--- src/hdl/dma_pkg.sv ---
`default_nettype none

package dma_pkg;

	// read port count and bus widths
	localparam int n_rd_ports = 2;
	localparam int word_w = 32;
	localparam int ddr_addr_w = 32;
	localparam int cpu_addr_w = 4;
	localparam int axi_len_w = 8;
	localparam int cnt_w = 16;

	// width of a port index in the merge
	localparam int port_idx_w = (n_rd_ports > 1) ? $clog2(n_rd_ports) : 1;

	typedef logic [word_w-1:0] word_t;
	typedef logic [ddr_addr_w-1:0] ddr_addr_t;
	typedef logic [cpu_addr_w-1:0] cpu_addr_t;
	typedef logic [axi_len_w-1:0] axi_len_t;
	typedef logic [cnt_w-1:0] xfer_cnt_t;
	typedef logic [port_idx_w-1:0] port_idx_t;

	// cpu register map, one length per read port
	typedef enum cpu_addr_t {
		reg_len0 = cpu_addr_t'(0),
		reg_len1 = cpu_addr_t'(1)
	} cfg_reg_e;

	// burst reader states
	typedef enum logic [1:0] {
		st_idle,
		st_addr,
		st_data
	} rd_state_e;

endpackage

`default_nettype wire

--- src/hdl/axi_burst_reader.sv ---
`timescale 1ns/10ps
`default_nettype none

module axi_burst_reader (
	input logic clk,
	input logic rst,
	input logic valid,
	input dma_pkg::ddr_addr_t addr,
	input dma_pkg::axi_len_t len,
	output dma_pkg::word_t rdata,
	output logic ready,
	output logic burst_done,
	output dma_pkg::ddr_addr_t m_axi_araddr,
	output dma_pkg::axi_len_t m_axi_arlen,
	output logic m_axi_arvalid,
	input logic m_axi_arready,
	input dma_pkg::word_t m_axi_rdata,
	input logic m_axi_rlast,
	input logic m_axi_rvalid,
	output logic m_axi_rready
);

	import dma_pkg::*;

	rd_state_e state;
	ddr_addr_t addr_q;
	axi_len_t len_q;
	logic beat;

	// one burst at a time
	always_ff @(posedge clk or posedge rst) begin
		if (rst) begin
			state <= st_idle;
		end else begin
			case (state)
				st_idle: begin
					if (valid) begin
						state <= st_addr;
					end
				end
				st_addr: begin
					if (m_axi_arready) begin
						state <= st_data;
					end
				end
				st_data: begin
					if (beat && m_axi_rlast) begin
						state <= st_idle;
					end
				end
				default: state <= st_idle;
			endcase
		end
	end

	// burst request captured when leaving idle
	always_ff @(posedge clk or posedge rst) begin
		if (rst) begin
			addr_q <= '0;
			len_q <= '0;
		end else if (state == st_idle && valid) begin
			addr_q <= addr;
			len_q <= len;
		end
	end

	// address channel, fields stable while arvalid is up
	assign m_axi_arvalid = (state == st_addr);
	assign m_axi_araddr = addr_q;
	assign m_axi_arlen = len_q;

	// data channel passes straight through to the port
	assign m_axi_rready = (state == st_data);
	assign beat = m_axi_rready && m_axi_rvalid;
	assign ready = beat;
	assign rdata = m_axi_rdata;
	assign burst_done = beat && m_axi_rlast;

endmodule

`default_nettype wire

--- src/hdl/burst_len_ctr.sv ---
`timescale 1ns/10ps
`default_nettype none

module burst_len_ctr (
	input logic clk,
	input logic rst,
	input logic run,
	input logic ready,
	input dma_pkg::xfer_cnt_t len_cfg,
	input dma_pkg::xfer_cnt_t len_shadow,
	output dma_pkg::axi_len_t burst_len
);

	import dma_pkg::*;

	xfer_cnt_t cnt;
	logic over_max;

	// words still owed to this port, minus one
	always_ff @(posedge clk or posedge rst) begin
		if (rst) begin
			cnt <= '0;
		end else if (run) begin
			cnt <= len_cfg;
		end else if (ready) begin
			if (cnt == '0) begin
				// transfer done, rearm for the next one
				cnt <= len_shadow;
			end else begin
				cnt <= cnt - 1'b1;
			end
		end
	end

	// cap at 256 beats per burst
	assign over_max = |cnt[cnt_w-1:axi_len_w];
	assign burst_len = over_max ? '1 : cnt[axi_len_w-1:0];

endmodule

`default_nettype wire

--- src/hdl/dma_cfg_regs.sv ---
`timescale 1ns/10ps
`default_nettype none

module dma_cfg_regs (
	input logic clk,
	input logic rst,
	input logic clear,
	input logic run,
	input logic valid,
	input logic wstrb,
	input dma_pkg::cpu_addr_t addr,
	input dma_pkg::word_t wdata,
	output dma_pkg::xfer_cnt_t [dma_pkg::n_rd_ports-1:0] len_cfg,
	output dma_pkg::xfer_cnt_t [dma_pkg::n_rd_ports-1:0] len_shadow
);

	import dma_pkg::*;

	logic [n_rd_ports-1:0] wr_en;

	// address decode, one enable per port length
	always_comb begin
		wr_en = '0;
		if (valid && wstrb) begin
			case (cfg_reg_e'(addr))
				reg_len0: wr_en[0] = 1'b1;
				reg_len1: wr_en[1] = 1'b1;
				default: wr_en = '0;
			endcase
		end
	end

	// live lengths, written by the cpu
	always_ff @(posedge clk or posedge rst) begin
		if (rst) begin
			len_cfg <= '0;
		end else if (clear) begin
			len_cfg <= '0;
		end else begin
			for (int i = 0; i < n_rd_ports; i++) begin
				if (wr_en[i]) begin
					len_cfg[i] <= wdata[cnt_w-1:0];
				end
			end
		end
	end

	// shadow copies used for counter reload, untouched by clear
	always_ff @(posedge clk or posedge rst) begin
		if (rst) begin
			len_shadow <= '0;
		end else if (run) begin
			len_shadow <= len_cfg;
		end
	end

endmodule

`default_nettype wire

--- src/hdl/dma_read_top.sv ---
`timescale 1ns/10ps
`default_nettype none

module dma_read_top (
	input logic clk,
	input logic rst,
	input logic clear,
	input logic run,
	input logic valid,
	input dma_pkg::cpu_addr_t addr,
	input dma_pkg::word_t wdata,
	input logic wstrb,
	input logic [dma_pkg::n_rd_ports-1:0] databus_valid,
	input dma_pkg::ddr_addr_t [dma_pkg::n_rd_ports-1:0] databus_addr,
	output dma_pkg::word_t [dma_pkg::n_rd_ports-1:0] databus_rdata,
	output logic [dma_pkg::n_rd_ports-1:0] databus_ready,
	output dma_pkg::ddr_addr_t m_axi_araddr,
	output dma_pkg::axi_len_t m_axi_arlen,
	output logic m_axi_arvalid,
	input logic m_axi_arready,
	input dma_pkg::word_t m_axi_rdata,
	input logic m_axi_rlast,
	input logic m_axi_rvalid,
	output logic m_axi_rready
);

	import dma_pkg::*;

	xfer_cnt_t [n_rd_ports-1:0] len_cfg;
	xfer_cnt_t [n_rd_ports-1:0] len_shadow;
	axi_len_t [n_rd_ports-1:0] burst_len;

	// merged request towards the reader
	logic s_valid;
	ddr_addr_t s_addr;
	axi_len_t s_len;
	word_t s_rdata;
	logic s_ready;
	logic s_done;

	dma_cfg_regs u_dma_cfg_regs (
		.clk(clk),
		.rst(rst),
		.clear(clear),
		.run(run),
		.valid(valid),
		.wstrb(wstrb),
		.addr(addr),
		.wdata(wdata),
		.len_cfg(len_cfg),
		.len_shadow(len_shadow)
	);

	// one length counter per read port
	for (genvar i = 0; i < n_rd_ports; i++) begin : g_len_ctr
		burst_len_ctr u_burst_len_ctr (
			.clk(clk),
			.rst(rst),
			.run(run),
			.ready(databus_ready[i]),
			.len_cfg(len_cfg[i]),
			.len_shadow(len_shadow[i]),
			.burst_len(burst_len[i])
		);
	end

	read_merge u_read_merge (
		.clk(clk),
		.rst(rst),
		.m_valid(databus_valid),
		.m_addr(databus_addr),
		.m_len(burst_len),
		.m_rdata(databus_rdata),
		.m_ready(databus_ready),
		.s_valid(s_valid),
		.s_addr(s_addr),
		.s_len(s_len),
		.s_rdata(s_rdata),
		.s_ready(s_ready),
		.s_done(s_done)
	);

	axi_burst_reader u_axi_burst_reader (
		.clk(clk),
		.rst(rst),
		.valid(s_valid),
		.addr(s_addr),
		.len(s_len),
		.rdata(s_rdata),
		.ready(s_ready),
		.burst_done(s_done),
		.m_axi_araddr(m_axi_araddr),
		.m_axi_arlen(m_axi_arlen),
		.m_axi_arvalid(m_axi_arvalid),
		.m_axi_arready(m_axi_arready),
		.m_axi_rdata(m_axi_rdata),
		.m_axi_rlast(m_axi_rlast),
		.m_axi_rvalid(m_axi_rvalid),
		.m_axi_rready(m_axi_rready)
	);

endmodule

`default_nettype wire

--- src/hdl/read_merge.sv ---
`timescale 1ns/10ps
`default_nettype none

module read_merge (
	input logic clk,
	input logic rst,
	input logic [dma_pkg::n_rd_ports-1:0] m_valid,
	input dma_pkg::ddr_addr_t [dma_pkg::n_rd_ports-1:0] m_addr,
	input dma_pkg::axi_len_t [dma_pkg::n_rd_ports-1:0] m_len,
	output dma_pkg::word_t [dma_pkg::n_rd_ports-1:0] m_rdata,
	output logic [dma_pkg::n_rd_ports-1:0] m_ready,
	output logic s_valid,
	output dma_pkg::ddr_addr_t s_addr,
	output dma_pkg::axi_len_t s_len,
	input dma_pkg::word_t s_rdata,
	input logic s_ready,
	input logic s_done
);

	import dma_pkg::*;

	logic busy;
	port_idx_t grant;
	port_idx_t next_idx;

	// lowest requesting index wins
	always_comb begin
		next_idx = '0;
		for (int i = n_rd_ports - 1; i >= 0; i--) begin
			if (m_valid[i]) begin
				next_idx = port_idx_t'(i);
			end
		end
	end

	// grant held for a whole burst
	always_ff @(posedge clk or posedge rst) begin
		if (rst) begin
			busy <= 1'b0;
			grant <= '0;
		end else if (!busy) begin
			if (|m_valid) begin
				busy <= 1'b1;
				grant <= next_idx;
			end
		end else if (s_done) begin
			busy <= 1'b0;
		end
	end

	// request path to the reader
	assign s_valid = busy && m_valid[grant];
	assign s_addr = m_addr[grant];
	assign s_len = m_len[grant];

	// response path, granted port only
	always_comb begin
		for (int i = 0; i < n_rd_ports; i++) begin
			if (busy && grant == port_idx_t'(i)) begin
				m_ready[i] = s_ready;
				m_rdata[i] = s_rdata;
			end else begin
				m_ready[i] = 1'b0;
				m_rdata[i] = '0;
			end
		end
	end

endmodule

`default_nettype wire
--- config.mk ---
export PLATFORM = sky130hd
export DESIGN_NAME = dma_read_top
export DESIGN_NICKNAME = d
export VERILOG_FILES = /design/src/hdl/dma_pkg.sv /design/src/hdl/axi_burst_reader.sv /design/src/hdl/burst_len_ctr.sv /design/src/hdl/dma_cfg_regs.sv /design/src/hdl/dma_read_top.sv /design/src/hdl/read_merge.sv
export SDC_FILE = /design/constraint.sdc
export NUM_CORES = 1
export LEC_CHECK = 0
export ABC_CLOCK_PERIOD_IN_PS = 7300
export BUFFER_PORTS_ARGS = -buffer_cell sky130_fd_sc_hd__buf_2
export CORE_UTILIZATION = 35
export CTS_BUF_LIST = sky130_fd_sc_hd__clkbuf_8
export CTS_CLUSTER_SIZE = 40
export DETAILED_ROUTE_END_ITERATION = 8
export GPL_TIMING_DRIVEN = 1
export PLACE_DENSITY = 0.69
export RECOVER_POWER = 100
export SLEW_MARGIN = 20
export SYNTH_ARGS = -nofsm -noshare
export SYNTH_HDL_FRONTEND = slang
export SYNTH_SLANG_ARGS = --single-unit
--- constraint.sdc ---
create_clock -name clk -period 7.3 [get_ports clk]
set_clock_uncertainty 0.2 [all_clocks]
set_input_delay 0 -clock clk [delete_from_list [all_inputs] [get_ports clk]]
set_output_delay 0 -clock clk [all_outputs]
set_load 0.005 [all_outputs]
==> flow_metrics.env <==
export IMPL_layout_drive_gt1_share=0.205
export IMPL_ys_seq_elements=140
export IMPL_clkTransAtPathRegs_ns=0.08
export IMPL_power_density_nw_per_um2=289
export IMPL_r2r_cells=4
export IMPL_worst_slew_pin_slew_ns=3.42
export IMPL_cts_root_buf="clkbuf_8"
export IMPL_yosysWarnings=0
export IMPL_p_clk_frac=0.218
export IMPL_postLayoutCoreUtil=0.494
export IMPL_gp_congestion=0.845
export IMPL_dr_total_vias=7317
export IMPL_die_w_um=145
export IMPL_syn_area_um2=7200
export IMPL_hold_viol_final=0
export IMPL_outcome="finished with violations"
export IMPL_drt_pass1_iter_count=5
export IMPL_cp_arrival_ns=5.04
export IMPL_critPathLaunchType="input pin"
export IMPL_rrSetupSlack_ns=2.74
export IMPL_critPathCaptureType="flop"
export IMPL_rows=52
export IMPL_portBuffers=234
export IMPL_internal_power_mw=1.76
export IMPL_timing_rr_end="u_axi_burst_reader.m_axi_araddr[9]"
export IMPL_violations="capacitance limit, slew limit"
export IMPL_fillers=1860
export IMPL_hold_path_class="input pin to output port"
export IMPL_worst_skew_pair_late_latency_ns=0.45
export IMPL_drt_initial_drc_count=431
export IMPL_fmax_mhz=205
export IMPL_cellLeakagePower_nw=4.86
export IMPL_final_common_cell="buf_2"
export IMPL_grt_pass1_vias=6886
export IMPL_comb_power_share=0.420
export IMPL_min_from="m_axi_rdata[18]"
export IMPL_postRouteAntennaNets=0
export IMPL_r2r_start="u_read_merge.grant"
export IMPL_path_class="input pin to flop"
export IMPL_p_sw_frac=0.389
export IMPL_yosys_area_top_type="dfrtp_1"
export IMPL_floorplan_io_pins=251
export IMPL_final_cells=1368
export IMPL_min_path_cells=3
export IMPL_grt_max_degree=78
export IMPL_synth_async_reset_ratio=1.00
export IMPL_period_needed_ns=4.87
export IMPL_grt_total_usage=0.231
export IMPL_core_area_um2=20200
export IMPL_dp_cells=1220
export IMPL_grt_use_met3=0.0476
export IMPL_start_util=0.357
export IMPL_tritoncts="yes"
export IMPL_critPathRequiredTime_ns=7.47
export IMPL_dp_hpwl_um=15800
export IMPL_finalMaxSlewViolations=272
export IMPL_multiInputGateArea_um2=3350
export IMPL_clock_path_buffers=2
export IMPL_met1_usage=0.291
export IMPL_period_share=0.667
export IMPL_grt_overflow_total=0
export IMPL_setup_violations=0
export IMPL_ys_types=56
export IMPL_wirelength_um=24400
export IMPL_grt_busiest_layer="met2"
export IMPL_ys_flop_type="dfrtp_1"
export IMPL_setup_tns_final_ns=0
export IMPL_vdd_drop_max_mv=0.143
export IMPL_synthesis_nets=914
export IMPL_routed_via_density=5.35
export IMPL_regArea_um2=3500
export IMPL_whs_endpoint="databus_rdata[18]"
export IMPL_post_drt_wl_per_cell_um=17.8
export IMPL_use_met2=0.370
export IMPL_slew_headroom=-1.28
export IMPL_antenna_found_initial=3
export IMPL_layout_common_cells="buf_2 (166), dfrtp_1 (140), dlygate4sd3_1 (114)"
export IMPL_nets=1228
export IMPL_synthToLayoutAreaGrowth_pct=38.3
export IMPL_max_cap_violations=4
export IMPL_post_cts_resized=0
export IMPL_die_h_um=145
export IMPL_synth_edf_count=0
export IMPL_drc_errors=0
export IMPL_rsz0062_at_grt="no"
export IMPL_grt_pass1_wl_um=38200
export IMPL_postSynthCellCount=769
export IMPL_htreeDepth=4
export IMPL_switching_power_mw=1.12
export IMPL_die_area_um2=21100
export IMPL_crit_fanout=77
export IMPL_cts_buffers=17
export IMPL_netlist_area_leader_share=0.487
export IMPL_seqPwrFrac=0.362
export IMPL_syn_area_per_cell_um2=9.36
export IMPL_clock_sinks=140
export IMPL_ys_seq_area_frac=0.487
export IMPL_synth_area_top_cells="dfrtp_1 (49%), mux2i_1 (7.0%), and3_1 (5.6%)"
==> cells by family after synthesis <==
family,share of synthesized area
AO/OA/AOI/OAI,0.152
XOR/XNOR,0.0122
adder cells (fa/ha/maj),0.00348
buffers and inverters,0.0469
flip-flops,0.487
multiplexers,0.0992
AND/OR/NAND/NOR,0.200
==> worst max-delay path, stage by stage <==
cell and delay (ns):
buf_2 0.07, clkbuf_1 2.40, inv_1 1.50, nand3_1 0.52
o22ai_1 0.17, a21oi_1 0.18, a2bb2oi_1 0.17
==> cells in the mapped netlist, drive strengths merged, types with 3 or more instances <==
| master | instances |
|---|---|
| dfrtp | 140 |
| nand2 | 92 |
| o21ai | 79 |
| and3 | 65 |
| mux2i | 50 |
| clkbuf | 49 |
| a21oi | 40 |
| nor2 | 38 |
| inv | 28 |
| nand3 | 25 |
| mux2 | 19 |
| nor4 | 13 |
| or4 | 12 |
| o22ai | 11 |
| buf | 10 |
| nor3 | 10 |
| xnor2 | 7 |
| o211ai | 6 |
| a2bb2oi | 5 |
| o31ai | 5 |
| a221o | 4 |
| nand4 | 4 |
| a211oi | 3 |
| a22oi | 3 |
| a311oi | 3 |
| and4 | 3 |
| nor3b | 3 |
| o41ai | 3 |
| or3 | 3 |
| or3b | 3 |
| xor2 | 3 |
==> stage by stage <==
stage / hold WS [ns] / area (um^2) / setup WS, ns / total power, mW
2_1_floorplan: -0.137 / 7200 / 3.35 / 1.71
3_3_place_gp: -0.0545 / 8530 / 4.29 / 2.13
3_5_place_dp: -0.0490 / 8530 / 4.26 / 2.15
4_1_cts: 0.0138 / 10100 / 4.18 / 2.87
5_1_grt: 0.138 / 9960 / 2.04 / 3.06
6_report: 0.117 / 9960 / 2.43 / 2.88
==> state kept, by name, summed over array words and instances, names as in the netlist <==
signal / flops
g_len_ctr.u_burst_len_ctr.cnt: 32
u_dma_cfg_regs.len_cfg: 32
u_axi_burst_reader.m_axi_araddr: 32
u_read_merge.grant: 1
u_axi_burst_reader.state: 2
u_read_merge.busy: 1
u_axi_burst_reader.m_axi_arlen: 8
u_dma_cfg_regs.len_shadow: 32
==> metal layers <==
layer	wire [um]	vias up	share of wire
li1	-	3410	-
met1	10200	3519	0.42
met2	11500	325	0.47
met3	1550	63	0.064
met4	1130	0	0.046
met5	0	-	0
==> cell type report <==
| cell class | count | share of cell area |
|---|---|---|
| inverters | 28 | 0.0107 |
| clock buffers | 21 | 0.0290 |
| repair buffers | 354 | 0.227 |
| multi-input cells | 542 | 0.337 |
| clock inverters | 10 | 0.0106 |
| diodes | 3 | 0.000754 |
| well taps | 270 | 0.0339 |
| flip-flops and latches | 140 | 0.352 |
==> timing repair <==
item | in CTS | in global routing
setup buffers | 0 | 0
hold endpoints to repair | 136 | 0
hold buffers | 114 | 0
==> power groups by stage <==
stage	Combinational (mW)	Sequential, mW	Clock (mW)
finish	1.21	1.04	0.626
global route	1.33	1.06	0.671
CTS	1.20	1.03	0.637
detailed placement	1.10	1.05	0
global placement	1.09	1.04	0
floorplan	0.681	1.03	0
==> how the worst max path moves through the flow <==
stage	start	endpoint	slack [ns]	depth (start not counted)
finish	run	g_len_ctr[0].u_burst_len_ctr.cnt[7]	2.43	7
detailed placement	u_read_merge.grant	g_len_ctr[0].u_burst_len_ctr.cnt[13]	4.26	6
CTS	u_read_merge.grant	databus_ready[0]	4.18	4
global route	run	g_len_ctr[0].u_burst_len_ctr.cnt[11]	2.04	7
floorplan	rst	g_len_ctr[0].u_burst_len_ctr.cnt[0]	3.35	1
global placement	u_read_merge.grant	g_len_ctr[0].u_burst_len_ctr.cnt[13]	4.29	6
(Power assumes the default switching activity.)
